## src/cpu_pkg.sv

```systemverilog
package cpu_pkg;

    localparam int xlen = 32;
    localparam int mem_words = 1024;
    localparam int addr_bits = 10;

    localparam logic [6:0] op_reg = 7'b0110011;
    localparam logic [6:0] op_imm = 7'b0010011;
    localparam logic [6:0] op_load = 7'b0000011;
    localparam logic [6:0] op_store = 7'b0100011;
    localparam logic [6:0] op_branch = 7'b1100011;
    localparam logic [6:0] op_lui = 7'b0110111;
    localparam logic [6:0] op_system = 7'b1110011;

    localparam logic [2:0] fetch_idle = 3'd0;
    localparam logic [2:0] fetch_request = 3'd1;
    localparam logic [2:0] fetch_wait_data = 3'd2;
    localparam logic [2:0] fetch_wait_done = 3'd3;
    localparam logic [2:0] fetch_halted = 3'd4;

    localparam logic [1:0] ex_idle = 2'd0;
    localparam logic [1:0] ex_mem_req = 2'd1;
    localparam logic [1:0] ex_mem_data = 2'd2;

    typedef enum logic [2:0] {
        alu_add,
        alu_sub,
        alu_and,
        alu_or,
        alu_xor,
        alu_pass_b
    } alu_op_t;

    typedef struct packed {
        logic [6:0] funct7;
        logic [4:0] rs2;
        logic [4:0] rs1;
        logic [2:0] funct3;
        logic [4:0] rd;
        logic [6:0] opcode;
    } r_fmt_t;

    typedef struct packed {
        logic [11:0] imm;
        logic [4:0]  rs1;
        logic [2:0]  funct3;
        logic [4:0]  rd;
        logic [6:0]  opcode;
    } i_fmt_t;

    typedef struct packed {
        logic [6:0] imm_hi;
        logic [4:0] rs2;
        logic [4:0] rs1;
        logic [2:0] funct3;
        logic [4:0] imm_lo;
        logic [6:0] opcode;
    } s_fmt_t;

    typedef struct packed {
        logic       imm_12;
        logic [5:0] imm_10_5;
        logic [4:0] rs2;
        logic [4:0] rs1;
        logic [2:0] funct3;
        logic [3:0] imm_4_1;
        logic       imm_11;
        logic [6:0] opcode;
    } b_fmt_t;

    typedef struct packed {
        logic [19:0] imm;
        logic [4:0]  rd;
        logic [6:0]  opcode;
    } u_fmt_t;

    typedef union packed {
        r_fmt_t r_fmt;
        i_fmt_t i_fmt;
        s_fmt_t s_fmt;
        b_fmt_t b_fmt;
        u_fmt_t u_fmt;
    } instr_u;

    typedef struct packed {
        logic            valid;
        logic [xlen-1:0] pc;
        logic [4:0]      rd;  // Zero for anything that writes no register
        alu_op_t         alu_op;
        logic            use_imm;
        logic [xlen-1:0] imm;
        logic            is_load;
        logic            is_store;
        logic            is_branch;
        logic            branch_ne;
        logic            is_halt;
        logic [xlen-1:0] rs1_value;
        logic [xlen-1:0] rs2_value;
    } decoded_t;

endpackage

```

## src/register_bank.sv

```systemverilog
module register_bank (
    input  logic                     clk,
    input  logic                     rst,
    input  logic                     we,
    input  logic [4:0]               waddr,
    input  logic [cpu_pkg::xlen-1:0] wdata,
    input  logic [4:0]               raddr1,
    input  logic [4:0]               raddr2,
    output logic [cpu_pkg::xlen-1:0] rdata1,
    output logic [cpu_pkg::xlen-1:0] rdata2
);

    logic [cpu_pkg::xlen-1:0] regs [32];

    always_ff @(posedge clk) begin
        if (rst) begin
            for (int i = 0; i < 32; i++) begin
                regs[i] <= '0;
            end
        end else if (we && waddr != 5'd0) begin
            regs[waddr] <= wdata;
        end
    end

    assign rdata1 = (raddr1 == 5'd0) ? '0 : regs[raddr1];
    assign rdata2 = (raddr2 == 5'd0) ? '0 : regs[raddr2];

endmodule

```

## config.mk

```make
export PLATFORM = sky130hd
export DESIGN_NAME = register_bank
export DESIGN_NICKNAME = d
export VERILOG_FILES = /design/src/cpu_pkg.sv /design/src/register_bank.sv
export SDC_FILE = /design/constraint.sdc
export NUM_CORES = 2
export LEC_CHECK = 0
export BUFFER_PORTS_ARGS = -buffer_cell sky130_fd_sc_hd__clkbuf_2
export CAP_MARGIN = 10
export CORE_ASPECT_RATIO = 0.7
export CORE_MARGIN = 1.5
export CORE_UTILIZATION = 30
export DETAILED_ROUTE_END_ITERATION = 7
export PLACE_DENSITY = 0.54
export SYNTH_ARGS = -nofsm -noshare
export SYNTH_HDL_FRONTEND = slang
export SYNTH_SLANG_ARGS = --single-unit
```

## constraint.sdc

```tcl
create_clock -name clk -period 2.45 [get_ports clk]
set_clock_uncertainty 0.15 [all_clocks]
set_input_delay 0 -clock clk [delete_from_list [all_inputs] [get_ports clk]]
set_output_delay 0 -clock clk [all_outputs]
set_load 0.02 [all_outputs]
```

# ---- Word level (Yosys, flattened, before mapping)
# Memory sizes are Yosys's and may differ from the RTL's.
# Index checks and enable logic that the tools add are counted.
dict set report totals {
  output_inout_bits 64
  n_memories 1
  register_bits 0
  ram_bits 1024
}
# name words width read_ports rd_ports_with_merged_regs write_ports line
set mem_list {}
lappend mem_list {regs 32 32 2 0 32 register_bank.sv:13} ;# logic [cpu_pkg::xlen-1:0] regs [32];
dict set report op_classes {
  muxes 10
  n_reduce_logical 5
}
# op n
set op_table {}
lappend op_table {{two-way mux 32 bit} 3}
lappend op_table {{OR reduction 32 bit} 1}
lappend op_table {{logical NOT 5 bit} 2}
lappend op_table {{two-way mux 1 bit} 6}
lappend op_table {{two-way mux 5 bit} 1}
lappend op_table {{nonzero test 5 bit} 1}
lappend op_table {{logical AND 1 bit} 1}

# ---- Longest topological paths before layout
dict set report logic_depth {
  depth_word 7
  depth_mapped 9
  mapped_depth_nobuf 4
}

# ---- Least setup slack after synthesis
# No wires, ideal clock.
dict set report synth_path {
  path_kind {input-to-output}
  start {in raddr2[0]}
  end {out rdata2[30] in the netlist's numbering}
  path_slack_ns 0.309
  cell_stages 6
  arrival_time_ns 1.991
  path_buffers 3
  required_time_ns 2.300
  path_cell_list {buf_2 > buf_6 > buf_4 > mux4_2 > mux2i_1 > a2111oi_0}
}
dict set report synth_via {
  elab_chain_len 2
  word_cells_on_any_way 3
  cone_classes {1 x mux; 1 x reduce/logical; 1 x memory}
}
# element line
set synth_rtl {}
lappend synth_rtl {{start, declared} register_bank.sv:8} ;# input logic [4:0] raddr2,
lappend synth_rtl {{memory read (32 x 32 bit) / logical NOT 5 bit (equally long branches)} --}
lappend synth_rtl {{two-way mux 32 bit *} register_bank.sv:26} ;# assign rdata2 = (raddr2 == 5'd0) ? '0 : regs[raddr2];
lappend synth_rtl {{end, declared} register_bank.sv:10} ;# output logic [cpu_pkg::xlen-1:0] rdata2
# Mark *: on every way between the ends. The rest lies on a longest branch, timed or not.

==> summary.txt <==
Synth
  • Mean Syn Cell Area: 15.5 sq um
  • Leading area contributor after synthesis: edfxtp_1
  • Synth area leaders: edfxtp_1 (57%), mux4_2 (20%), and2_1 (11%), mux2i_1 (2.8%), clkbuf_1 (1.9%)
  • Yosys reg bits: 1024
  • Cells after synthesis: 3502
  • Synthesized cell area: 54300 sq um
  • Seq/Total Area, Yosys: 56.7%
  • Synth cell types: 42
  • Yosys top cell area share: 56.7%
  • Yosys Warn Count: 0

Detailed routing
  • WL met2: 84.6 mm
  • Iter 0 DRT Violations: 4998
  • Max layer used: met5
  • Final ANT Viol Nets: 0
  • Wire per inst: 31.5 um
  • DRT Wirelength: 195 mm
  • First-pass iteration count of the detailed router: 6
  • Post-route DRC: 0
  • Met1 WL: 87.2 mm
  • Via count: 35000
  • Metal3 WL: 19.0 mm
  • Routed vias/inst: 5.64

Global route
  • Vias in the first global route: 34600
  • First-pass GRT wire length: 273 mm
  • GR Util All Layers: 21.0%
  • Largest net degree at the start of global routing: 47
  • Global route overflow: 0
  • Initial antenna violation count: 24

Finish
  • Share of cells above drive strength 1: 35.5%
  • Util after Layout: 36.9%
  • Area delta synth->final: 22.0%
  • Filler cells: 16700
  • Max reg flops: 1024
  • Largest reg by FF count: regs
  • Biggest regs: regs x1024
  • # nets final: 3789
  • Multi-input gate area: 24000 sq um
  • Seq. cell area: 30700 sq um

Timing
  • Final period util: 115%
  • Hold violation count in the final report: 0
  • Setup violators final: 64
  • Worst slew margin: 21.5%
  • Slew Viols, Final: 0
  • Fin worst setup slack: -374 ps
  • Unrepaired setup endpoints after global routing: true
  • Final min period: 2820 ps
  • Fmax: 354 MHz
  • Tightest Pin Transition: 1170 ps

Pwr
  • VDD IR max: 0.483 mV
  • Pwr dens: 648 nW/um^2
  • Pleak: 22.7 nW
  • Tot Pwr: 42.9 mW

Critical path
  • Worst path arrival time: 2670 ps
  • CP Class: flop to output pin
  • Crit-path max FO: 2
  • WP data required: 2300 ps
  • Startpoint Class: flop
  • CP Capture Type: output pin

CTS
  • Inserted Clock Buffers: 98
  • CTS Buffer Depth: 3
  • CTS root buffer: clkbuf_16
  • Worst-path clk slew: 60 ps
  • H-tree Lvls: 3
  • CTS sink cnt: 1024
  • CTS tree: built

Min path
  • Min-delay worst type: primary input to flop

Floorplan
  • Die Y: 359 um
  • Die W: 511 um
  • DIE AREA: 183000 sq um
  • Starting Density: 30.2%
  • Site row count: 130
  • CORE AREA: 180000 sq um
  • Top Ports: 114

Status
  • Outcome: finished with violations
  • Failing checks: negative setup slack

Place
  • Dpl hpwl: 126 mm
  • PortBufs: 113
  • Final GP Congestion: 0.831
  • Place WS: -348 ps

Run
  • MaxCap Viol Count: 0
[metrics by stage]
stage	instance area, sq um	hold slack (ps)	std cells	TNS [ps]
after floorplan	54400	48.2	3533	0
after global placement	60300	548	5977	-1210
after detailed placement	60300	554	5977	-1230
after CTS	65900	5.63	6190	-18110
after global routing	66200	98.0	6198	-18660
final	66200	67.8	6204	-15000
[cell type report]
cell class / instances / share of cell area, %
diodes: 9 / 0.0340
clock buffers: 121 / 3.93
clock inverters: 59 / 0.762
inverters: 2 / 0.0113
multi-input cells: 2120 / 36.3
flip-flops and latches: 1024 / 46.5
well taps: 2376 / 4.49
repair buffers: 493 / 7.98
[layer usage]
layer,vias up,global-route usage [%]
met3,277,4.34
met2,1971,31.0
li1,14100,-
met5,-,0
met4,8,5.22
met1,18700,31.3
[cell families after synthesis]
| family | share of synthesized area, % |
|---|---|
| muxes | 23.0 |
| DFF | 56.7 |
| buffers and inverters | 3.35 |
| other | 0.00691 |
| and+or+nand+nor | 13.3 |
| AOI/OAI and AO/OA | 3.65 |
[where the power goes]
group,switching [mW],internal (mW)
registers,0.546,20.2
logic,3.58,3.02
clock network,7.14,8.39
[final timing paths]
kind | start | end | slack [ps] | cells after the start
max | regs[23][1] | rdata1[1] | -370 | 5
min | we | regs[15][5] | 70 | 5
[synthesized netlist by cell type, drive strengths merged]
| library cell | number |
|---|---|
| edfxtp | 1024 |
| and2 | 995 |
| mux4 | 472 |
| clkbuf | 271 |
| mux2i | 150 |
| buf | 116 |
| o22ai | 103 |
| a2111oi | 55 |
| nor3 | 54 |
| a22o | 51 |
| nor2 | 36 |
| or2 | 33 |
| mux2 | 30 |
| a22oi | 16 |
| nor2b | 14 |
| a21oi | 12 |
| a211oi | 7 |
| nand2 | 7 |
| nor4 | 6 |
| nand2b | 5 |
| nand3 | 5 |
| nand3b | 5 |
| a221oi | 4 |
| a32o | 4 |
| o21ai | 4 |
| or3b | 4 |
| and3 | 3 |
| nor4b | 3 |
| a221o | 2 |
| inv | 2 |
| nand4bb | 2 |
| or3 | 2 |
| and4b | 1 |
| conb | 1 |
| nand4b | 1 |
| o221ai | 1 |
| or4b | 1 |
[critical path, stage by stage (launching register included)]
cell,delay (ps)
edfxtp_1,450
mux4_2,520
mux4_2,530
o22ai_2,140
nor3_1,110
buf_4,190
[placed cells by master (no fill, tap or decap), types with 5 or more instances in the layout]
cell type	instances
buf_4	256
nor3_2	12
and2_1	994
mux2_2	30
clkinv_1	20
buf_12	104
a21oi_1	10
a22oi_1	16
nand2b_1	5
bufinv_16	8
a22o_4	25
diode_2	9
o22ai_4	13
clkbuf_16	101
nand3b_1	5
mux4_2	472
a22o_1	26
clkbuf_2	45
mux2i_1	149
edfxtp_1	1024
nor2b_1	10
buf_8	6
o22ai_2	14
nor3_1	10
clkbuf_1	20
nor2_4	32
dlygate4sd3_1	33
clkinv_2	23
clkbuf_8	41
nor3_4	32
nand2_1	7
o22ai_1	76
a2111oi_2	9
conb_1	32
or2_2	33
a2111oi_4	46
[repair_timing]
action / CTS / global route
gates cloned: 0 / 0
resized for setup: 370 / 47
hold buffers: 33 / 0
setup endpoints to repair: 64 / 64
endpoints found under the hold margin: 988 / 0
pin swaps: 129 / 16
buffers inserted: 21 / 6
Power figures use the tool's default switching activity.
