[config.mk]
export PLATFORM = sky130hd
export DESIGN_NAME = decode
export DESIGN_NICKNAME = d
export VERILOG_FILES = /design/src/cpu_pkg.sv /design/src/decode.sv
export SDC_FILE = /design/constraint.sdc
export NUM_CORES = 1
export LEC_CHECK = 0
export BUFFER_PORTS_ARGS = -buffer_cell sky130_fd_sc_hd__buf_2
export CORE_MARGIN = 2
export CORE_UTILIZATION = 44
export DETAILED_ROUTE_END_ITERATION = 12
export GPL_TIMING_DRIVEN = 0
export PLACE_DENSITY = 0.79
export SKIP_LAST_GASP = 1
export SYNTH_ARGS = -nofsm -noshare
export SYNTH_HDL_FRONTEND = slang
export SYNTH_SLANG_ARGS = --single-unit
[constraint.sdc]
create_clock -name clk -period 6.2 [get_ports clk]
set_input_delay 1.55 -clock clk [delete_from_list [all_inputs] [get_ports clk]]
set_output_delay 1.55 -clock clk [all_outputs]
set_load 0.01 [all_outputs]
[src/cpu_pkg.sv]
package cpu_pkg;

    localparam int xlen = 32;
    localparam int mem_words = 1024;
    localparam int addr_bits = 10;

    localparam logic [6:0] op_reg = 7'b0110011;
    localparam logic [6:0] op_imm = 7'b0010011;
    localparam logic [6:0] op_load = 7'b0000011;
    localparam logic [6:0] op_store = 7'b0100011;
    localparam logic [6:0] op_branch = 7'b1100011;
    localparam logic [6:0] op_lui = 7'b0110111;
    localparam logic [6:0] op_system = 7'b1110011;

    localparam logic [2:0] fetch_idle = 3'd0;
    localparam logic [2:0] fetch_request = 3'd1;
    localparam logic [2:0] fetch_wait_data = 3'd2;
    localparam logic [2:0] fetch_wait_done = 3'd3;
    localparam logic [2:0] fetch_halted = 3'd4;

    localparam logic [1:0] ex_idle = 2'd0;
    localparam logic [1:0] ex_mem_req = 2'd1;
    localparam logic [1:0] ex_mem_data = 2'd2;

    typedef enum logic [2:0] {
        alu_add,
        alu_sub,
        alu_and,
        alu_or,
        alu_xor,
        alu_pass_b
    } alu_op_t;

    typedef struct packed {
        logic [6:0] funct7;
        logic [4:0] rs2;
        logic [4:0] rs1;
        logic [2:0] funct3;
        logic [4:0] rd;
        logic [6:0] opcode;
    } r_fmt_t;

    typedef struct packed {
        logic [11:0] imm;
        logic [4:0]  rs1;
        logic [2:0]  funct3;
        logic [4:0]  rd;
        logic [6:0]  opcode;
    } i_fmt_t;

    typedef struct packed {
        logic [6:0] imm_hi;
        logic [4:0] rs2;
        logic [4:0] rs1;
        logic [2:0] funct3;
        logic [4:0] imm_lo;
        logic [6:0] opcode;
    } s_fmt_t;

    typedef struct packed {
        logic       imm_12;
        logic [5:0] imm_10_5;
        logic [4:0] rs2;
        logic [4:0] rs1;
        logic [2:0] funct3;
        logic [3:0] imm_4_1;
        logic       imm_11;
        logic [6:0] opcode;
    } b_fmt_t;

    typedef struct packed {
        logic [19:0] imm;
        logic [4:0]  rd;
        logic [6:0]  opcode;
    } u_fmt_t;

    typedef union packed {
        r_fmt_t r_fmt;
        i_fmt_t i_fmt;
        s_fmt_t s_fmt;
        b_fmt_t b_fmt;
        u_fmt_t u_fmt;
    } instr_u;

    typedef struct packed {
        logic            valid;
        logic [xlen-1:0] pc;
        logic [4:0]      rd;  // Zero for anything that writes no register
        alu_op_t         alu_op;
        logic            use_imm;
        logic [xlen-1:0] imm;
        logic            is_load;
        logic            is_store;
        logic            is_branch;
        logic            branch_ne;
        logic            is_halt;
        logic [xlen-1:0] rs1_value;
        logic [xlen-1:0] rs2_value;
    } decoded_t;

endpackage

[src/decode.sv]
module decode (
    input  logic                     clk,
    input  logic                     rst,
    input  logic                     instr_valid,
    input  logic [31:0]              instr,
    input  logic [cpu_pkg::xlen-1:0] instr_pc,
    output logic [4:0]               raddr1,
    output logic [4:0]               raddr2,
    input  logic [cpu_pkg::xlen-1:0] rdata1,
    input  logic [cpu_pkg::xlen-1:0] rdata2,
    output cpu_pkg::decoded_t        dec
);

    cpu_pkg::instr_u   iw;
    cpu_pkg::decoded_t nxt;
    logic [6:0]        opcode;
    logic [2:0]        funct3;

    assign iw = instr;
    assign opcode = iw.r_fmt.opcode;
    assign funct3 = iw.r_fmt.funct3;
    assign raddr1 = iw.r_fmt.rs1;
    assign raddr2 = iw.r_fmt.rs2;

    always_comb begin
        nxt = '0;
        nxt.valid = instr_valid;
        nxt.pc = instr_pc;
        nxt.alu_op = cpu_pkg::alu_add;
        nxt.rs1_value = rdata1;
        nxt.rs2_value = rdata2;
        case (opcode)
            cpu_pkg::op_reg, cpu_pkg::op_imm: begin
                nxt.rd = iw.r_fmt.rd;
                nxt.use_imm = (opcode == cpu_pkg::op_imm);
                nxt.imm = {{20{iw.i_fmt.imm[11]}}, iw.i_fmt.imm};
                case (funct3)
                    3'b000: begin
                        if (!nxt.use_imm && iw.r_fmt.funct7[5]) begin
                            nxt.alu_op = cpu_pkg::alu_sub;
                        end
                    end
                    3'b100: nxt.alu_op = cpu_pkg::alu_xor;
                    3'b110: nxt.alu_op = cpu_pkg::alu_or;
                    3'b111: nxt.alu_op = cpu_pkg::alu_and;
                    default: nxt.rd = 5'd0;  // Shifts and compares retire as NOP
                endcase
            end
            cpu_pkg::op_load: begin
                nxt.rd = iw.i_fmt.rd;
                nxt.imm = {{20{iw.i_fmt.imm[11]}}, iw.i_fmt.imm};
                nxt.is_load = 1'b1;
            end
            cpu_pkg::op_store: begin
                nxt.imm = {{20{iw.s_fmt.imm_hi[6]}}, iw.s_fmt.imm_hi, iw.s_fmt.imm_lo};
                nxt.is_store = 1'b1;
            end
            cpu_pkg::op_branch: begin
                nxt.imm = {{20{iw.b_fmt.imm_12}}, iw.b_fmt.imm_11, iw.b_fmt.imm_10_5,
                           iw.b_fmt.imm_4_1, 1'b0};
                nxt.is_branch = (funct3 == 3'b000) || (funct3 == 3'b001);
                nxt.branch_ne = funct3[0];
            end
            cpu_pkg::op_lui: begin
                nxt.rd = iw.u_fmt.rd;
                nxt.use_imm = 1'b1;
                nxt.imm = {iw.u_fmt.imm, 12'd0};
                nxt.alu_op = cpu_pkg::alu_pass_b;
            end
            cpu_pkg::op_system: nxt.is_halt = (funct3 == 3'b000) && (iw.i_fmt.imm == 12'd0);
            default: ;
        endcase
    end

    // Holding register between decode and execute
    always_ff @(posedge clk) begin
        if (rst) begin
            dec.valid <= 1'b0;
        end else begin
            dec <= nxt;
        end
    end

endmodule

After elaboration in Yosys (flattened, before gate mapping)
Cells that the tools add are included.
{"block": "totals", "ff_bits": 143, "output_inout_bits": 153, "input_bits": 131}
{"block": "classes", "eq_ne": 11, "reduce_logical": 10, "n_mux": 8}
{"operator": "case mux 32 bit (4 select lines)", "count": 1}
{"operator": "equality test 7 x 6 -> 1 bit (second input constant)", "count": 3}
{"operator": "equality test 7 bit (second input constant)", "count": 2}
{"operator": "zero test 12 bit", "count": 1}
{"operator": "case mux 3 bit (4 select lines)", "count": 1}
{"operator": "case mux 5 bit (2 select lines)", "count": 1}
{"operator": "equality test 3 bit (second input constant)", "count": 3}
{"operator": "case mux 4 bit (2 select lines)", "count": 1}
{"operator": "equality test 7 x 2 -> 1 bit (second input constant)", "count": 1}
{"operator": "equality test 7 x 5 -> 1 bit (second input constant)", "count": 1}
{"operator": "2-to-1 mux 5 bit", "count": 1}
{"operator": "OR reduction 2 bit", "count": 2}
{"operator": "OR reduction 4 bit", "count": 1}
{"operator": "equality test 3 x 1 -> 1 bit (second input constant)", "count": 1}
{"operator": "zero test 3 bit", "count": 1}
{"operator": "2-to-1 mux 1 bit", "count": 3}
{"operator": "OR reduction 3 bit", "count": 1}
{"operator": "logical AND 1 bit", "count": 2}
{"operator": "zero test 1 bit", "count": 1}
{"operator": "logical OR 1 bit", "count": 1}

Longest topological paths before layout
Gate-level depths: netlist of run 1.
{"block": "depth", "depth_word": 6, "mapped_depth": 7, "depth_no_buf": 3}

Worst setup path before layout of run 1
Ideal clock, no wire load.
{"block": "synth_timing", "path_type": "input to register", "startpoint": "in rst", "endpoint": "reg dec[0] (netlist bit) (enable)", "t_required_ps": 5706, "n_path_buf": 0, "setup_slack_ps": 1415, "arrival_time_ps": 4291, "path_stages": 1, "path_cell_list": "inv_1"}
{"item": "start, declared", "line": "decode.sv:3", "rtl": "input logic rst,"}
{"item": "end signal, assigned", "line": "decode.sv:80", "rtl": "dec <= nxt;"}
{"item": "end, declared", "line": "decode.sv:11", "rtl": "output cpu_pkg::decoded_t dec"}
No word-level cell between the ends.

Worst setup path in the final report of run 1
{"block": "layout_timing", "startpoint": "in instr[24]", "endpoint": "out raddr2[4]"}
{"item": "start, declared", "line": "decode.sv:5", "rtl": "input logic [31:0] instr,"}
{"item": "end, declared", "line": "decode.sv:8", "rtl": "output logic [4:0] raddr2,"}
No word-level cell between the ends.

==> results.py, run 1 <==
metrics = {
    "outcome": {
        "status": "completed",
    },
    "sta": {
        "maxSlewViolCount": 0,
        "setup_viol": 0,
        "slew_headroom_pct": 51.8,
        "max_freq_ghz": 0.286,
        "worstMarginPinSlew_ps": 722,
        "hold_ws_ps": 1320,
        "min_period_over_period_pct": 56.4,
        "timing.final.crit_period_ps": 3500,
        "rsz0062_at_grt": "false",
        "final.setup.tns_ps": 0,
        "final-hold-violation-count": 0,
    },
    "clock_network": {
        "post-cts-setup-buffers": 0,
        "cts-resized-gates": 0,
        "cts_buffers": 17,
        "cts_hold_buffers": 0,
        "htree_levels": 4,
        "clock_path_buffers": 2,
        "root_buffer": "clkbuf_16",
        "cts_sinks": 143,
        "cts_tree": "yes",
        "cts.clk_slew.worst_paths_ps": 60,
    },
    "setup_path": {
        "worst_setup_path_start_kind": "input pin",
        "crit_chain": "buf_2 -> buf_4 -> buf_2",
        "cp.required_ps": 4650,
        "crit_slowest_cell": "buf_2",
        "slowest_delay_ps": 140,
        "arrival_ps": 1950,
        "path_max_fanout": 4,
        "end_kind": "output port",
        "crit_path_frequent_cell": "buf_2",
        "critical_path_class": "input pin to output port",
    },
    "die": {
        "die_y_um": 112,
        "start_util_pct": 44.9,
        "num_rows": 39,
        "io_pins": 284,
        "core_sq_um": 11400,
        "die_area_sq_um": 12500,
        "die_w_um": 112,
    },
    "synth": {
        "synth.distinct_cells": 37,
        "synth-edff-count": 142,
        "async_reset_ff_share_pct": 0,
        "synth-xor-area-share_pct": 0,
        "yosys_warnings": 0,
        "yosysTopAreaCell": "edfxtp_1",
        "synth-simple-area-share_pct": 8.63,
        "synth_common_cells": "edfxtp_1 (142), nand2_1 (23), a21oi_1 (18)",
        "synth.area.top_cells": "edfxtp_1 (83%), a21oi_1 (1.8%), nand2_1 (1.7%)",
        "syn_inst": 274,
        "synth_top_family_by_area": "simple AND/OR/NAND/NOR gates",
        "yosysSeqAreaShare_pct": 83.5,
        "ys.flop_type": "edfxtp_1",
        "synth_area_sq_um": 5130,
        "synth_compound_area_share_pct": 4.36,
        "ys_ff_latch": 143,
        "yosysTopAreaCellShare_pct": 83.1,
        "synth_nets": 405,
        "yosysMostFrequentCell": "edfxtp_1",
        "syn_area_per_cell_sq_um": 18.7,
        "synthAdderAreaFrac_pct": 0,
        "synth_mux_area_share_pct": 0.195,
    },
    "cells_and_area": {
        "final_nets": 706,
        "final-instance-count-excl-fill": 735,
        "largest-register": "dec",
        "drive_gt1_share_pct": 58.2,
        "area_delta_synth_final_pct": 42.4,
        "largest_reg_flops": 143,
        "largestRegisters": "dec: 143 flops",
    },
    "place": {
        "hpwl_mm": 10.3,
        "gp_congestion": 0.850,
        "place_inst": 699,
        "io_buffers": 281,
    },
    "power_and_ir_drop": {
        "p_leak_nw": 3.02,
        "sequentialPowerShare_pct": 50.2,
        "p_comb_share_pct": 9.3,
        "power_density_nw_per_um2": 315,
        "vdd_drop_max_mv": 0.191,
        "p_sw_w": 0.000547,
        "netSwitchingFraction_pct": 23.8,
        "p_int_w": 0.00175,
        "p_clk_share_pct": 40.4,
    },
    "routing": {
        "firstDrtPassIters": 4,
        "drt_iter0_drc": 286,
        "routed_wl_mm": 13.5,
        "via_per_inst": 4.80,
        "num_vias": 3528,
        "drc_errors": 0,
        "postRouteAntennaNets": 0,
        "wire_per_inst_um": 18.4,
    },
    "global_routing": {
        "grt_pass1_vias": 3509,
        "grt_max_degree": 86,
        "grt_pass1_wl_mm": 19.3,
        "grt-ovfl-total": 0,
        "antenna_found_initial": 4,
        "track_usage_pct": 20.8,
    },
    "run": {
        "drv_cap": 0,
    },
    "hold_path": {
        "min_path_type": "input pin to flip-flop",
    },
}
-- critical path, delay by kind of cell --
| family | cells | cell delay (ps) |
|---|---|---|
| buffers and inverters | 3 | 400 |
-- cell usage in the layout, fill, tap and decap left out, types with 2 or more instances in the layout --
cell type     n
buf_6         3
clkbuf_1      6
buf_4        10
a21oi_2       8
inv_1         2
diode_2       4
nor4b_1       2
nor4_1        5
a21oi_1      18
nand3b_1      5
clkbuf_16    17
nand2_1      23
a21oi_4       2
clkinvlp_4    3
clkinv_4      2
inv_8         2
nor2b_1       4
buf_2       282
and2_1        6
nor3b_1       6
nor3_1        4
nand2b_1      4
nor4bb_1      2
nand3_1       3
edfxtp_1    142
inv_6         7
-- path summary, 6_finish.rpt --
path / from / to / cells past startpoint
worst max-delay path: instr[24] / raddr2[4] / 3
worst min-delay path: instr_pc[4] / dec[114] / 1
-- layer usage --
| metal | share of wire (%) | GRT usage (%) | vias to the layer above |
|---|---|---|---|
| li1 | - | - | 1654 |
| met5 | 0 | 0 | - |
| met1 | 36 | 22.8 | 1677 |
| met4 | 2.5 | 8.62 | 0 |
| met3 | 6.9 | 7.35 | 20 |
| met2 | 55 | 36.9 | 177 |
-- power by group through the flow --
stage | sequential (W) | clock, W | combinational, W
2_1_floorplan | 0.00122 | 0 | 0.0000448
3_3_place_gp | 0.00118 | 0 | 0.000209
3_5_place_dp | 0.00118 | 0 | 0.000217
4_1_cts | 0.00116 | 0.000946 | 0.000217
5_1_grt | 0.00116 | 0.000988 | 0.000230
6_report | 0.00116 | 0.000931 | 0.000215
-- through the flow --
| step | setup slack (ps) | power (W) | cell area [sq um] | util, % |
|---|---|---|---|---|
| floorplan | 1420 | 0.00126 | 5130 | - |
| global placement | 382 | 0.00139 | 6720 | 58.8 |
| detailed placement | 2700 | 0.00139 | 6750 | 59.1 |
| CTS | 2700 | 0.00232 | 7300 | 63.9 |
| global route | 2680 | 0.00238 | 7310 | 64.0 |
| finish | 2700 | 0.00230 | 7310 | 64.0 |
-- logic make-up after synthesis --
kind of cell    count (synthesis)
compound gates                 32
buf+inv                        25
flops                         143
mux                             1
simple gates                   73
-- layout make-up --
type / instances / area (sq um)
Antenna cell: 4 / 10.0
Buffer: 22 / 160
Clock buffer: 17 / 425
Clock inverter: 15 / 124
Fill cell: 799 / 4110
Inverter: 3 / 16.3
Multi-Input combinational cell: 106 / 677
Sequential cell: 143 / 4280
Tap cell: 143 / 179
Timing Repair Buffer: 282 / 1430
Note: power is estimated with default switching activity, not from simulation.
==> run 2: changes to the inputs <==
--- a/config.mk
+++ b/config.mk
@@ -7,10 +7,10 @@
 export LEC_CHECK = 0
 export BUFFER_PORTS_ARGS = -buffer_cell sky130_fd_sc_hd__buf_2
 export CORE_MARGIN = 2
-export CORE_UTILIZATION = 44
+export CORE_UTILIZATION = 40
 export DETAILED_ROUTE_END_ITERATION = 12
 export GPL_TIMING_DRIVEN = 0
-export PLACE_DENSITY = 0.79
+export PLACE_DENSITY = 0.76
 export SKIP_LAST_GASP = 1
 export SYNTH_ARGS = -nofsm -noshare
 export SYNTH_HDL_FRONTEND = slang
==> constraint.sdc (replaced) <==
create_clock -name clk -period 2.95 [get_ports clk]
set_input_delay 0.7375 -clock clk [delete_from_list [all_inputs] [get_ports clk]]
set_output_delay 0.7375 -clock clk [all_outputs]
set_load 0.01 [all_outputs]
==> run 2 against run 1 <==
Compared with the run above:
- final cell count increased by 4.1%
- critical endpoint is now dec[96]
- power increased by 120%
- setup slack got worse by 1600 ps
- sequential share of layout area decreased by 0.95 points
- global-route usage decreased by 2.0 points
- largest power group unchanged
- combinational power increased by 110%
- clock power increased by 130%
- hold slack got worse by 820 ps
==> results.py, run 2 (synthesis results as in run 1) <==
metrics = {
    "clock_network": {
        "post-cts-setup-buffers": 0,
        "cts.clk_slew.worst_paths_ps": 60,
        "clock_path_buffers": 2,
        "root_buffer": "clkbuf_16",
        "cts_hold_buffers": 0,
        "cts_sinks": 143,
        "htree_levels": 4,
        "cts_tree": "yes",
        "cts_buffers": 17,
        "cts-resized-gates": 0,
    },
    "routing": {
        "wire_per_inst_um": 17.9,
        "drc_errors": 0,
        "via_per_inst": 4.65,
        "num_vias": 3555,
        "postRouteAntennaNets": 0,
        "routed_wl_mm": 13.7,
        "drt_iter0_drc": 267,
        "firstDrtPassIters": 4,
    },
    "power_and_ir_drop": {
        "power_density_nw_per_um2": 680,
        "total_power_w": 0.00506,
        "vdd_drop_max_mv": 0.308,
        "p_leak_nw": 3.05,
    },
    "global_routing": {
        "grt_use_met2_pct": 33.8,
        "grt_pass1_vias": 3455,
        "antenna_found_initial": 2,
        "grt_max_degree": 47,
        "busiest_layer": "met2",
        "use_met1_pct": 19.5,
        "grtUsageMet3_pct": 6.90,
        "grt-ovfl-total": 0,
        "track_usage_pct": 18.9,
        "grt_pass1_wl_mm": 18.5,
    },
    "sta": {
        "setup_viol": 0,
        "rsz0062_at_grt": "false",
        "worst_slack_ps": 1070,
        "final-hold-violation-count": 0,
        "slew_headroom_pct": 51.3,
        "worstMarginPinSlew_ps": 730,
        "maxSlewViolCount": 0,
        "timing.final.crit_period_ps": 1880,
        "min_period_over_period_pct": 63.6,
        "final.setup.tns_ps": 0,
        "max_freq_ghz": 0.533,
    },
    "cells_and_area": {
        "area_delta_synth_final_pct": 44.8,
        "largest_reg_flops": 143,
        "largest-register": "dec",
        "drive_gt1_share_pct": 57.8,
        "final_cell_mix": "buf_2 (282), edfxtp_1 (142), nand2_1 (23), a21oi_1 (18), clkbuf_16 (17)",
        "largestRegisters": "dec: 143 flops",
        "final_nets": 708,
        "layout_commonest_cell": "buf_2",
        "final_area_sq_um": 7430,
    },
    "place": {
        "gp_congestion": 0.783,
        "io_buffers": 281,
        "hpwl_mm": 10.5,
        "place_area_sq_um": 6820,
        "post-place-ws_ps": 676,
    },
    "setup_path": {
        "worst_setup_path_start_kind": "input pin",
        "critical_path_class": "input pin to flip-flop",
        "end_kind": "flip-flop",
        "cp.required_ps": 3210,
        "path_max_fanout": 10,
        "arrival_ps": 2140,
    },
    "die": {
        "die_y_um": 117,
        "die_w_um": 117,
        "io_pins": 284,
        "start_util_pct": 40.8,
        "num_rows": 41,
        "die_area_sq_um": 13800,
        "core_sq_um": 12600,
    },
    "run": {
        "drv_cap": 0,
    },
    "outcome": {
        "status": "completed",
    },
    "hold_path": {
        "min_path_type": "input pin to flip-flop",
    },
}
## run 2: changes by cell type in the layout (fill, tap and decap cells not counted), sizes merged
cell    previous run  this run
buf              298       300
inv               11         3
diode              4         5
clkbuf            23        25
bufinv             0         4
## run 2: path summary, 6_finish.rpt
kind | start | to | slack [ps] | depth (start not counted)
worst min-delay path | instr_pc[13] | dec[123] | 500 | 1
worst max-delay path | instr[2] | dec[96] | 1070 | 6
## run 2: final cells by class
type	count	area (sq um)
antenna	5	12.5
buffer	22	160
clock buffer	19	433
clock inverter	11	166
fill	987	5140
inverter	3	15.0
multi-input combinational	106	677
sequential	143	4280
tap	172	215
timing repair buffer	284	1470
## run 2: layer usage
layer | part of all wire (%) | wire length (um)
met3 | 8.5 | 1170
met2 | 56 | 7660
met5 | 0 | 0
met4 | 1.9 | 261
met1 | 34 | 4600
## run 2: power by group
part           switching (W)  internal, W  total (W)
clock               0.000767      0.00140    0.00217
combinational       0.000258     0.000199   0.000457
sequential         0.0000367      0.00239    0.00243
total                0.00106      0.00399    0.00506
## run 2: critical path: stages
cell and delay [ps]:
buf_2 80, clkbuf_1 300, and4b_1 290, clkbuf_1 390, nand2_1 170, a21oi_4 160
## run 2: stage by stage
step | util [%] | hold WS [ps] | instances
6_report | 59.1 | 503 | 765
5_1_grt | 59.1 | 478 | 763
4_1_cts | 59.0 | 479 | 760
3_5_place_dp | 54.2 | 916 | 730
3_3_place_gp | 53.8 | 914 | 727
2_1_floorplan | - | 809 | 274
