File: src/cpu_pkg.sv
package cpu_pkg;

    localparam int xlen = 32;
    localparam int mem_words = 1024;
    localparam int addr_bits = 10;

    localparam logic [6:0] op_reg = 7'b0110011;
    localparam logic [6:0] op_imm = 7'b0010011;
    localparam logic [6:0] op_load = 7'b0000011;
    localparam logic [6:0] op_store = 7'b0100011;
    localparam logic [6:0] op_branch = 7'b1100011;
    localparam logic [6:0] op_lui = 7'b0110111;
    localparam logic [6:0] op_system = 7'b1110011;

    localparam logic [2:0] fetch_idle = 3'd0;
    localparam logic [2:0] fetch_request = 3'd1;
    localparam logic [2:0] fetch_wait_data = 3'd2;
    localparam logic [2:0] fetch_wait_done = 3'd3;
    localparam logic [2:0] fetch_halted = 3'd4;

    localparam logic [1:0] ex_idle = 2'd0;
    localparam logic [1:0] ex_mem_req = 2'd1;
    localparam logic [1:0] ex_mem_data = 2'd2;

    typedef enum logic [2:0] {
        alu_add,
        alu_sub,
        alu_and,
        alu_or,
        alu_xor,
        alu_pass_b
    } alu_op_t;

    typedef struct packed {
        logic [6:0] funct7;
        logic [4:0] rs2;
        logic [4:0] rs1;
        logic [2:0] funct3;
        logic [4:0] rd;
        logic [6:0] opcode;
    } r_fmt_t;

    typedef struct packed {
        logic [11:0] imm;
        logic [4:0]  rs1;
        logic [2:0]  funct3;
        logic [4:0]  rd;
        logic [6:0]  opcode;
    } i_fmt_t;

    typedef struct packed {
        logic [6:0] imm_hi;
        logic [4:0] rs2;
        logic [4:0] rs1;
        logic [2:0] funct3;
        logic [4:0] imm_lo;
        logic [6:0] opcode;
    } s_fmt_t;

    typedef struct packed {
        logic       imm_12;
        logic [5:0] imm_10_5;
        logic [4:0] rs2;
        logic [4:0] rs1;
        logic [2:0] funct3;
        logic [3:0] imm_4_1;
        logic       imm_11;
        logic [6:0] opcode;
    } b_fmt_t;

    typedef struct packed {
        logic [19:0] imm;
        logic [4:0]  rd;
        logic [6:0]  opcode;
    } u_fmt_t;

    typedef union packed {
        r_fmt_t r_fmt;
        i_fmt_t i_fmt;
        s_fmt_t s_fmt;
        b_fmt_t b_fmt;
        u_fmt_t u_fmt;
    } instr_u;

    typedef struct packed {
        logic            valid;
        logic [xlen-1:0] pc;
        logic [4:0]      rd;  // Zero for anything that writes no register
        alu_op_t         alu_op;
        logic            use_imm;
        logic [xlen-1:0] imm;
        logic            is_load;
        logic            is_store;
        logic            is_branch;
        logic            branch_ne;
        logic            is_halt;
        logic [xlen-1:0] rs1_value;
        logic [xlen-1:0] rs2_value;
    } decoded_t;

endpackage

File: src/mem_bus_if.sv
interface mem_bus_if;

    logic                         req;
    logic                         we;
    logic [cpu_pkg::addr_bits-1:0] addr;
    logic [cpu_pkg::xlen-1:0]      wdata;
    logic [cpu_pkg::xlen-1:0]      rdata;  // Valid the cycle after gnt
    logic                         gnt;

    modport master (
        output req, we, addr, wdata,
        input  rdata, gnt
    );

    modport slave (
        input  req, we, addr, wdata,
        output rdata, gnt
    );

endinterface

File: src/execute.sv
module execute (
    input  logic                     clk,
    input  logic                     rst,
    input  cpu_pkg::decoded_t        dec,
    mem_bus_if.master                bus,
    output logic                     rf_we,
    output logic [4:0]               rf_waddr,
    output logic [cpu_pkg::xlen-1:0] rf_wdata,
    output logic                     done,
    output logic                     branch_taken,
    output logic [cpu_pkg::xlen-1:0] branch_target,
    output logic                     halt,
    output logic [cpu_pkg::xlen-1:0] retire_pc
);

    logic [1:0]               state;
    cpu_pkg::decoded_t        held;
    cpu_pkg::decoded_t        cur;
    logic                     mem_op;
    logic [cpu_pkg::xlen-1:0] op_b;
    logic [cpu_pkg::xlen-1:0] alu_result;
    logic [cpu_pkg::xlen-1:0] mem_addr;

    // A load or store keeps its decoded item here until the access ends
    assign cur = (state == cpu_pkg::ex_idle) ? dec : held;
    assign mem_op = dec.is_load || dec.is_store;

    assign op_b = cur.use_imm ? cur.imm : cur.rs2_value;

    always_comb begin
        case (cur.alu_op)
            cpu_pkg::alu_sub: alu_result = cur.rs1_value - op_b;
            cpu_pkg::alu_and: alu_result = cur.rs1_value & op_b;
            cpu_pkg::alu_or: alu_result = cur.rs1_value | op_b;
            cpu_pkg::alu_xor: alu_result = cur.rs1_value ^ op_b;
            cpu_pkg::alu_pass_b: alu_result = op_b;
            default: alu_result = cur.rs1_value + op_b;
        endcase
    end

    assign mem_addr = cur.rs1_value + cur.imm;
    assign bus.req = (state == cpu_pkg::ex_mem_req);
    assign bus.we = cur.is_store;
    assign bus.addr = mem_addr[cpu_pkg::addr_bits+1:2];
    assign bus.wdata = cur.rs2_value;

    assign done = (state == cpu_pkg::ex_idle && dec.valid && !mem_op)
                || (state == cpu_pkg::ex_mem_req && bus.gnt && cur.is_store)
                || (state == cpu_pkg::ex_mem_data);

    assign rf_we = done && (cur.rd != 5'd0);
    assign rf_waddr = rf_we ? cur.rd : 5'd0;
    assign rf_wdata = cur.is_load ? bus.rdata : alu_result;

    assign branch_taken = cur.is_branch && ((cur.rs1_value == cur.rs2_value) != cur.branch_ne);
    assign branch_target = cur.pc + cur.imm;
    assign halt = cur.is_halt;
    assign retire_pc = cur.pc;

    always_ff @(posedge clk) begin
        if (rst) begin
            state <= cpu_pkg::ex_idle;
        end else begin
            case (state)
                cpu_pkg::ex_idle: begin
                    if (dec.valid && mem_op) begin
                        held <= dec;
                        state <= cpu_pkg::ex_mem_req;
                    end
                end
                cpu_pkg::ex_mem_req: begin
                    if (bus.gnt) begin
                        state <= held.is_load ? cpu_pkg::ex_mem_data : cpu_pkg::ex_idle;
                    end
                end
                default: state <= cpu_pkg::ex_idle;
            endcase
        end
    end

endmodule

File: src/flat_wrapper.sv
// flat-port wrapper written by rule: the top's interface ports become plain ports
module execute_flat 
  (clk, rst, dec, rf_we, rf_waddr, rf_wdata, done, branch_taken, branch_target, halt, retire_pc, bus_req, bus_we, bus_addr, bus_wdata, bus_rdata, bus_gnt);
  mem_bus_if bus_i ();
  input  logic clk;
  input  logic rst;
  input  cpu_pkg::decoded_t dec;
  output logic rf_we;
  output logic [4:0] rf_waddr;
  output logic [cpu_pkg::xlen-1:0] rf_wdata;
  output logic done;
  output logic branch_taken;
  output logic [cpu_pkg::xlen-1:0] branch_target;
  output logic halt;
  output logic [cpu_pkg::xlen-1:0] retire_pc;
  output wire logic [$bits(bus_i.req)-1:0] bus_req;
  output wire logic [$bits(bus_i.we)-1:0] bus_we;
  output wire logic [$bits(bus_i.addr)-1:0] bus_addr;
  output wire logic [$bits(bus_i.wdata)-1:0] bus_wdata;
  input wire logic [$bits(bus_i.rdata)-1:0] bus_rdata;
  input wire logic [$bits(bus_i.gnt)-1:0] bus_gnt;
  assign bus_req = bus_i.req;
  assign bus_we = bus_i.we;
  assign bus_addr = bus_i.addr;
  assign bus_wdata = bus_i.wdata;
  assign bus_i.rdata = bus_rdata;
  assign bus_i.gnt = bus_gnt;
  execute u_core (.clk(clk), .rst(rst), .dec(dec), .bus(bus_i), .rf_we(rf_we), .rf_waddr(rf_waddr), .rf_wdata(rf_wdata), .done(done), .branch_taken(branch_taken), .branch_target(branch_target), .halt(halt), .retire_pc(retire_pc));
endmodule
File: config.mk
export PLATFORM = sky130hd
export DESIGN_NAME = execute_flat
export DESIGN_NICKNAME = d
export VERILOG_FILES = /design/src/cpu_pkg.sv /design/src/mem_bus_if.sv /design/src/execute.sv /design/src/flat_wrapper.sv
export SDC_FILE = /design/constraint.sdc
export NUM_CORES = 1
export LEC_CHECK = 0
export ABC_AREA = 1
export CAP_MARGIN = 40
export CORE_ASPECT_RATIO = 0.7
export CORE_MARGIN = 2
export CORE_UTILIZATION = 45
export CTS_BUF_LIST = sky130_fd_sc_hd__clkbuf_16
export CTS_CLUSTER_DIAMETER = 80
export CTS_CLUSTER_SIZE = 12
export DETAILED_ROUTE_END_ITERATION = 10
export DONT_BUFFER_PORTS = 1
export PLACE_DENSITY_LB_ADDON = 0.05
export SLEW_MARGIN = 30
export SYNTH_ARGS = -nofsm -noshare
export SYNTH_HDL_FRONTEND = slang
export SYNTH_SLANG_ARGS = --single-unit
File: constraint.sdc
create_clock -name clk -period 15 [get_ports clk]
set_clock_uncertainty 0.1 [all_clocks]
set_input_delay 2.25 -clock clk [delete_from_list [all_inputs] [get_ports clk]]
set_output_delay 2.25 -clock clk [all_outputs]
set_load 0.05 [all_outputs]
### Yosys cells after proc, flatten, opt, wreduce, memory -nomap -nowiden

Index checks and enable logic that the tools add are counted.

* input port bits: 178
* output and inout bits: 149
* bits in registers: 144

* eq/ne operators: 11
* add/subtract/negate cells: 4
* mux-type cells: 9
* reductions and logical operators: 15
* bitwise gates (word level): 4

Operators by type and width (count)
* one-hot mux 32 bit (5 select lines): 1
* 2-to-1 mux 142 bit: 1
* adder 32 bit: 2
* 2-to-1 mux 32 bit: 2
* bitwise AND 32 bit: 1
* equality test 32 bit: 1
* bitwise OR 32 bit: 1
* subtractor 32 bit: 1
* bitwise XOR 32 bit: 1
* adder 12 bit: 1
* logical AND 1 bit: 7
* equality test 3 x 2 -> 1 bit (second input constant): 2
* equality test 3 bit (second input constant): 2
* 2-to-1 mux 2 bit: 3
* 2-to-1 mux 5 bit: 1
* nonzero test 5 bit: 1
* one-hot mux 2 bit (2 select lines): 1
* equality test 3 x 1 -> 1 bit (second input constant): 1
* logical OR 1 bit: 3
* AND reduction 3 bit: 1
* equality test 2 x 1 -> 1 bit (second input constant): 1
* equality test 2 bit (second input constant): 1
* zero test 2 bit: 1
* != test 2 x 1 -> 1 bit (second input constant): 1
* 5 further kinds: 5

### Logic depth before layout (Yosys ltp)

Gate-level depths: netlist of run 1.

* depth after elaboration: 7
* depth in mapped cells: 28
* depth with buffers taken out: 27

### Worst setup path after synthesis of run 1

OpenSTA, ideal clock, no wires.

* kind: input port to flip-flop
* start: input dec[67] (netlist name)
* end: register u_core.held[0] (netlist name), enable pin
* library setup time: 645 ps
* data required time: 14255 ps
* arrival time: 8348 ps
* stages on the path: 3
* path slack: 5907 ps
* path through: nor2_1 -> nand3b_1 -> nor2_1

* cells in the longest elaborated chain, start to end: 3

RTL lines
* start, declared: line flat_wrapper.sv:7 `input cpu_pkg::decoded_t dec;`
* logical OR 1 bit: line execute.sv:26 `assign mem_op = dec.is_load || dec.is_store;`
* logical AND 1 bit: line execute.sv:66 `if (dec.valid && mem_op) begin`
* AND reduction 3 bit (no source line)
* end signal, assigned: line execute.sv:67 `held <= dec;`
* end, declared: line execute.sv:17 `cpu_pkg::decoded_t held;`

No other way between the ends.
A chain may end at the register's enable or synchronous reset.

### Final worst setup path of run 1

* start: register u_core.state[0]
* end: output rf_wdata[19] (netlist name)

* cells in the longest elaborated chain, start to end: 6

RTL lines
* start, declared: line execute.sv:16 `logic [1:0] state;`
* start signal, assigned: line execute.sv:62 `state <= cpu_pkg::ex_idle;`
* start signal, assigned: line execute.sv:68 `state <= cpu_pkg::ex_mem_req;`
* start signal, assigned: line execute.sv:73 `state <= held.is_load ? cpu_pkg::ex_mem_data : cpu_pkg::ex_idle;`
* zero test 2 bit (*): line execute.sv:25 `assign cur = (state == cpu_pkg::ex_idle) ? dec : held;`
* 2-to-1 mux 142 bit (*): line execute.sv:25
* 2-to-1 mux 32 bit: line execute.sv:28 `assign op_b = cur.use_imm ? cur.imm : cur.rs2_value;`
* adder 32 bit, or another cell as far along: line execute.sv:37 `default: alu_result = cur.rs1_value + op_b;`
* one-hot mux 32 bit (5 select lines): line execute.sv:31 `case (cur.alu_op)`
* 2-to-1 mux 32 bit (*): line execute.sv:53 `assign rf_wdata = cur.is_load ? bus.rdata : alu_result;`
* end, declared: line flat_wrapper.sv:10 `output logic [cpu_pkg::xlen-1:0] rf_wdata;`

Every way passes the cells marked *; elsewhere a longest branch is shown, timed or not.

==> impl_metrics.env, run 1 <==
export IMPL_setup_violations_final=0
export IMPL_min_delay_start="u_core.held[68]"
export IMPL_tns_ps=0
export IMPL_cts_root_buffer="clkbuf_16"
export IMPL_syn_avg_cell_area_um2=7.16
export IMPL_fmax_ghz=0.111
export IMPL_final_layout_size_suffix_gt1_share_pct=9.36
export IMPL_rsz0062_at_grt="no"
export IMPL_wire_per_inst_um=20.0
export IMPL_synthesis_nets=2327
export IMPL_crit_chain="inv_1, nand2_4, buf_4, nand2_1, nand2_2, nand2_1, nand2_1, nand2_1, nor2_2, nand2_2, clkinv_1, nand4_1, nand2_1, xor2_1, ha_1, a21oi_1, a21boi_0, o21ai_0, a21oi_1, nand2_1, a21oi_1, o21ai_0, a41oi_1, buf_4"
export IMPL_synth_main_ff_cell="edfxtp_1"
export IMPL_postRouteAntennaNets=0
export IMPL_slew_headroom_pct=38.7
export IMPL_grt_pass1_vias=12770
export IMPL_synth_edf_count=142
export IMPL_startpoint_type="register"
export IMPL_ios=327
export IMPL_crit_family="simple AND/OR/NAND/NOR gates"
export IMPL_holdBufCountCts=0
export IMPL_synth_cell_types=55
export IMPL_worstRegToRegCells=8
export IMPL_cp_max_fo=56
export IMPL_final_core_util_pct=50.6
export IMPL_reg2reg_from="u_core.state[1]"
export IMPL_final_cell_mix="nand2_1, inv_1, edfxtp_1"
export IMPL_cts_setup_buffers=0
export IMPL_fin_nets=2352
export IMPL_grt_pass1_wl_um=75300
export IMPL_finalCritPeriodShare_pct=60.0
export IMPL_critPathKind="reg -> out"
export IMPL_hold_violations=0
export IMPL_die_x_um=218
export IMPL_synth_area_um2=14400
export IMPL_synthArstFlopShare_pct=0
export IMPL_drt_iter0_markers=1029
export IMPL_place_inst=2439
export IMPL_slowest_delay_ps=620
export IMPL_crit_cells=24
export IMPL_ir_drop_mv=0.0792
export IMPL_fillers=3201
export IMPL_total_power_w=0.00223
export IMPL_cts_tree="done"
export IMPL_power_density_nw_per_um2=140
export IMPL_layout_cells_non_filler=2471
export IMPL_clk_latency_ps=450
export IMPL_drcViolationCount=0
export IMPL_whs_endpoint="u_core.state[1]"
export IMPL_port_buffers=0
export IMPL_maxCapViolCount=0
export IMPL_hpwl_um=39700
export IMPL_wl_met2_um=21300
export IMPL_antenna_found_initial=0
export IMPL_leakage_nw=7.77
export IMPL_final_area_um2=15900
export IMPL_num_rows=54
export IMPL_firstDrtPassIters=5
export IMPL_core_um2=31400
export IMPL_rr_endpoint="u_core.held[62]"
export IMPL_grt_max_degree=119
export IMPL_cpMaxStageDelayCell="buf_4"
export IMPL_cts_sinks=144
export IMPL_viasPerCell=5.33
export IMPL_finalWeightedCongestion=0.905
export IMPL_place_area_um2=15300
export IMPL_status="finished, final reports clean"
export IMPL_r2r_setup_slack_ps=11770
export IMPL_dieArea_um2=33500
export IMPL_critical_path_buf_inv_count=4
export IMPL_vias=13167
export IMPL_yosysSeqAreaShare_pct=29.8
export IMPL_crit_start="u_core.state[0]"
export IMPL_end_kind="primary output"
export IMPL_wirelength_met1_um=22900
export IMPL_totalWireLength_um=49300
export IMPL_yosys_warnings=0
export IMPL_wl_met3_um=4120
export IMPL_synth_seq_cells=144
export IMPL_area_growth_pct=9.99
export IMPL_cpMostUsedCell="nand2_1"
export IMPL_die_y_um=154
export IMPL_numCtsBuffers=17
export IMPL_layout_commonest_cell="nand2_1"
export IMPL_critPathArrivalTime_ps=6650
export IMPL_diodes=0
export IMPL_hold_depth=2
export IMPL_cts_buffer_depth=2
export IMPL_tightest_slew_ps=897
export IMPL_clkTransAtPathRegs_ps=60
export IMPL_required_ps=12650
export IMPL_slew_viol_final=0
export IMPL_finalCriticalPeriod_ps=9000
export IMPL_start_util_pct=46.0
export IMPL_cts_resized=0
export IMPL_overflow=0
export IMPL_grt_total_usage_pct=29.5
export IMPL_cts_max_level=4
export IMPL_synthCells=2014
export IMPL_hold_path_class="reg -> reg"
export IMPL_top_layer_used="met4"
-- cell usage after synthesis, drive strengths merged, types with 10 or more instances --
master | count | share of area [%]
a21oi | 113 | 3.9
o21a | 14 | 0.73
nand3 | 38 | 1.4
a221oi | 12 | 0.73
a21o | 10 | 0.52
o21bai | 10 | 0.55
ha | 133 | 12
clkbuf | 16 | 0.43
nor3 | 15 | 0.52
nand4 | 19 | 0.91
a31oi | 14 | 0.61
xor2 | 94 | 5.7
inv | 316 | 8.2
buf | 44 | 2.3
nor2 | 138 | 3.8
xnor2 | 17 | 1.0
o21ai | 154 | 5.9
nand2 | 617 | 16
or2 | 26 | 1.1
edfxtp | 142 | 30
-- kinds of logic after synthesis --
logic type                 synth area share [%]
muxes                                     0.208
and+or+nand+nor                            24.6
xor gates and xnor gates                   6.74
DFF                                        29.8
AOI/OAI and AO/OA                          15.8
adders and majority gates                  11.8
buffers and inverters                      11.0
-- metal layers --
layer | up-vias | global-route usage, %
met4 | 0 | 7.77
li1 | 6628 | -
met3 | 51 | 8.21
met5 | - | 0
met1 | 6052 | 40.9
met2 | 436 | 45.1
-- worst min-delay path: stages, from the launching register on --
cell,delay [ps]
edfxtp_1,360
inv_1,80
nor3_1,50
-- state kept, by name, summed over array words and instances, names as in the netlist --
register and count:
u_core.held 142, u_core.state 2
-- cell type report --
type	instances	area [um2]	area share (%)
sequential	144	4300	27.1
tap	420	526	3.31
clock buffer	17	425	2.68
multi-input combinational	1493	8720	55.0
clock inverter	14	160	1.01
timing repair buffer	66	541	3.41
inverter	317	1190	7.50
-- stage by stage --
stage,setup WS (ps),hold slack (ps)
6_report,6000,427
5_1_grt,5530,466
2_1_floorplan,5910,395
3_5_place_dp,6210,420
4_1_cts,6140,433
3_3_place_gp,6200,424
-- how the worst max path moves through the flow --
| stage | end | slack [ps] |
|---|---|---|
| after floorplan | u_core.held[0] | 5910 |
| after global placement | rf_wdata[20] | 6200 |
| after detailed placement | rf_wdata[19] | 6210 |
| after CTS | rf_wdata[19] | 6140 |
| after global routing | rf_wdata[27] | 5530 |
| final | rf_wdata[19] | 6000 |
-- power by group --
group	switching (W)	total, W	internal, W
logic	0.000973	0.00131	0.000341
registers	0.00000455	0.000466	0.000462
clock network	0.000197	0.000444	0.000247
(Power assumes the default switching activity.)
==> run 2: changes to the inputs <==
- ABC_AREA: 1 -> 0
- clock period: 15 -> 7.6 ns (I/O delays scaled with it)
==> run 2 against run 1 <==
Register-to-register slack got worse by 7400 ps. Flip-flop and latch count unchanged. Sequential power increased by 100%. Hold slack improved by 120 ps.
==> impl_metrics.env, run 2 <==
export IMPL_core_um2=31400
export IMPL_cpMaxStageDelayCell="nor2_4"
export IMPL_cts_sinks=144
export IMPL_syn_avg_cell_area_um2=8.70
export IMPL_regMostFlops="u_core.held"
export IMPL_synth_seq_cells=144
export IMPL_hold_violations=0
export IMPL_synth_compound_area_share_pct=18.3
export IMPL_fmax_ghz=0.140
export IMPL_drcViolationCount=0
export IMPL_slew_viol_final=0
export IMPL_hold_path_class="reg -> reg"
export IMPL_cts_buffer_depth=2
export IMPL_switchingPower_w=0.00203
export IMPL_synth_cell_types=95
export IMPL_numCtsBuffers=17
export IMPL_p_int_w=0.00217
export IMPL_rsz0062_at_grt="no"
export IMPL_grt_total_usage_pct=29.4
export IMPL_power_frac_comb_pct=56.7
export IMPL_clkTransAtPathRegs_ps=60
export IMPL_synth_xor_area_share_pct=7.71
export IMPL_power_density_nw_per_um2=261
export IMPL_die_y_um=154
export IMPL_swShare_pct=48.3
export IMPL_grt_max_degree=70
export IMPL_synth_mux_area_share_pct=9.34
export IMPL_fillers=2992
export IMPL_yosysMostFrequentCell="nand2_1"
export IMPL_p_seq_share_pct=22.2
export IMPL_startpoint_type="register"
export IMPL_cts_root_buffer="clkbuf_16"
export IMPL_setup_violations_final=0
export IMPL_start_util_pct=46.0
export IMPL_final_cell_mix="nand2_1, edfxtp_1, ha_1"
export IMPL_yosys_warnings=0
export IMPL_cp_max_fo=21
export IMPL_yosysSeqAreaShare_pct=29.9
export IMPL_die_x_um=218
export IMPL_synth_main_ff_cell="edfxtp_1"
export IMPL_postRouteAntennaNets=0
export IMPL_synthCells=1658
export IMPL_num_rows=54
export IMPL_maxCapViolCount=0
export IMPL_finalCriticalPeriod_ps=7150
export IMPL_ys_top_cells_by_count="nand2_1, edfxtp_1, ha_1"
export IMPL_area_growth_pct=11.7
export IMPL_synth_simple_gate_area_share_pct=17.4
export IMPL_drt_iter0_markers=1099
export IMPL_tightest_slew_ps=885
export IMPL_viasPerCell=5.98
export IMPL_synth_edf_count=142
export IMPL_layout_commonest_cell="nand2_1"
export IMPL_largest_reg_flops=142
export IMPL_synth_fa_ha_area_share_pct=11.8
export IMPL_synth_top_area_share_pct=29.6
export IMPL_port_buffers=0
export IMPL_top_regs="u_core.held (142), u_core.state (2)"
export IMPL_critPathKind="reg -> out"
export IMPL_finalWeightedCongestion=0.917
export IMPL_required_ps=6360
export IMPL_cts_setup_buffers=0
export IMPL_ir_drop_mv=0.166
export IMPL_final_layout_size_suffix_gt1_share_pct=13.1
export IMPL_critPathArrivalTime_ps=5910
export IMPL_clk_latency_ps=450
export IMPL_dieArea_um2=33500
export IMPL_total_power_w=0.00420
export IMPL_synthArstFlopShare_pct=0
export IMPL_synth_top_family_by_area="compound AO/OA/AOI/OAI gates"
export IMPL_finalCritPeriodShare_pct=94.1
export IMPL_tns_ps=0
export IMPL_synthesis_nets=1971
export IMPL_totalWireLength_um=50200
export IMPL_synth_area_um2=14400
export IMPL_yosysTopAreaCell="edfxtp_1"
export IMPL_status="finished, final reports clean"
export IMPL_pwr_share_clk_pct=21.2
export IMPL_antenna_found_initial=0
export IMPL_slowest_delay_ps=540
export IMPL_overflow=0
export IMPL_slew_headroom_pct=40.7
export IMPL_cts_max_level=4
export IMPL_fin_nets=2006
export IMPL_hpwl_um=39300
export IMPL_wire_per_inst_um=23.6
export IMPL_crit_chain="nor2_4, buf_4, nand2_1, nand2_1, o21a_1, nor2_1, xnor2_1, ha_1, a21oi_1, o21ai_0, nand3_1, a31oi_1, o2111a_1, o211ai_2, a211oi_1, nor3_1, a2111oi_2, buf_6"
export IMPL_leakage_nw=7.16
export IMPL_vias=12714
export IMPL_firstDrtPassIters=6
export IMPL_ios=327
export IMPL_synth_area_leaders="edfxtp_1, ha_1, nand2_1, xnor2_1, mux2i_1"
export IMPL_grt_pass1_vias=12085
export IMPL_diodes=0
export IMPL_grt_pass1_wl_um=74500
export IMPL_cts_tree="done"
export IMPL_cpMostUsedCell="nand2_1"
export IMPL_end_kind="primary output"
export IMPL_holdBufCountCts=0
-- run 2: cell count changes after synthesis, moves of 22 or more --
cell,change
clkbuf_1,+22
inv_1,-207
mux2_2,+37
mux2i_1,+77
nand2_1,-304
nor2_1,-46
o21ai_0,-25
o21ai_1,-41
or2_2,-24
xnor2_1,+78
xor2_1,-62
-- run 2: cell families (layout without fill, tap and decap cells) --
kind of cell	after synthesis	after routing
and+or+nand+nor	549	550
AOI/OAI and AO/OA	392	392
buffers and inverters	185	232
DFF	144	144
adders and majority gates	135	135
xor gates and xnor gates	127	127
muxes	126	126
-- run 2: per-stage QoR --
step	instance area, um2	std cells	setup slack (ps)	hold slack (ps)	utilization [%]
floorplan	14400	1658	167	432	-
global placement	15300	2080	819	540	48.7
detailed placement	15500	2091	732	536	49.4
CTS	16100	2123	208	550	51.3
global route	16100	2126	55.9	565	51.4
finish	16100	2126	446	543	51.4
-- run 2: worst paths after layout --
path | from | endpoint | slack (ps) | cells past startpoint
worst max-delay path | u_core.state[1] | rf_wdata[31] | 450 | 18
worst min-delay path | u_core.held[68] | u_core.state[1] | 540 | 2
worst max register to register | u_core.state[0] | u_core.held[99] | 4340 | 6
worst min register to register | u_core.held[68] | u_core.state[1] | 540 | 2
-- run 2: timing repair --
action,4_1_cts,5_1_grt
endpoints found under the hold margin,0,0
endpoints found under the setup margin,0,9
gates resized for setup,0,2
-- run 2: critical path, delay by kind of cell (launching register included) --
family                   cells  cell delay (ps)
buffers and inverters        2              600
flip-flops                   1              460
adder cells (fa/ha/maj)      1              350
AO/OA/AOI/OAI                8             2670
XOR/XNOR                     1              170
AND/OR/NAND/NOR              6             1190
-- run 2: power groups by stage --
| stage | Sequential, W | Combinational (W) | Clock [W] |
|---|---|---|---|
| after global placement | 0.000947 | 0.00230 | 0 |
| after global routing | 0.000934 | 0.00254 | 0.000930 |
| final | 0.000931 | 0.00238 | 0.000888 |
| after CTS | 0.000930 | 0.00237 | 0.000904 |
| after floorplan | 0.000943 | 0.00178 | 0 |
| after detailed placement | 0.000947 | 0.00235 | 0 |
-- run 2: final cells by class --
| type | count | area, um2 | area share, % |
|---|---|---|---|
| Sequential cell | 144 | 4310 | 26.7 |
| Timing Repair Buffer | 94 | 768 | 4.77 |
| Tap cell | 420 | 526 | 3.26 |
| Inverter | 106 | 398 | 2.47 |
| Multi-Input combinational cell | 1330 | 9510 | 59.1 |
| Clock inverter | 15 | 168 | 1.04 |
| Clock buffer | 17 | 425 | 2.64 |
-- run 2: metal layers --
| metal | routed length, um | GRT usage [%] | share of wire [%] |
|---|---|---|---|
| met2 | 22300 | 45.6 | 44 |
| met5 | 0 | 0 | 0 |
| met4 | 1420 | 9.23 | 2.8 |
| met1 | 21800 | 39.2 | 43 |
| met3 | 4740 | 8.98 | 9.4 |
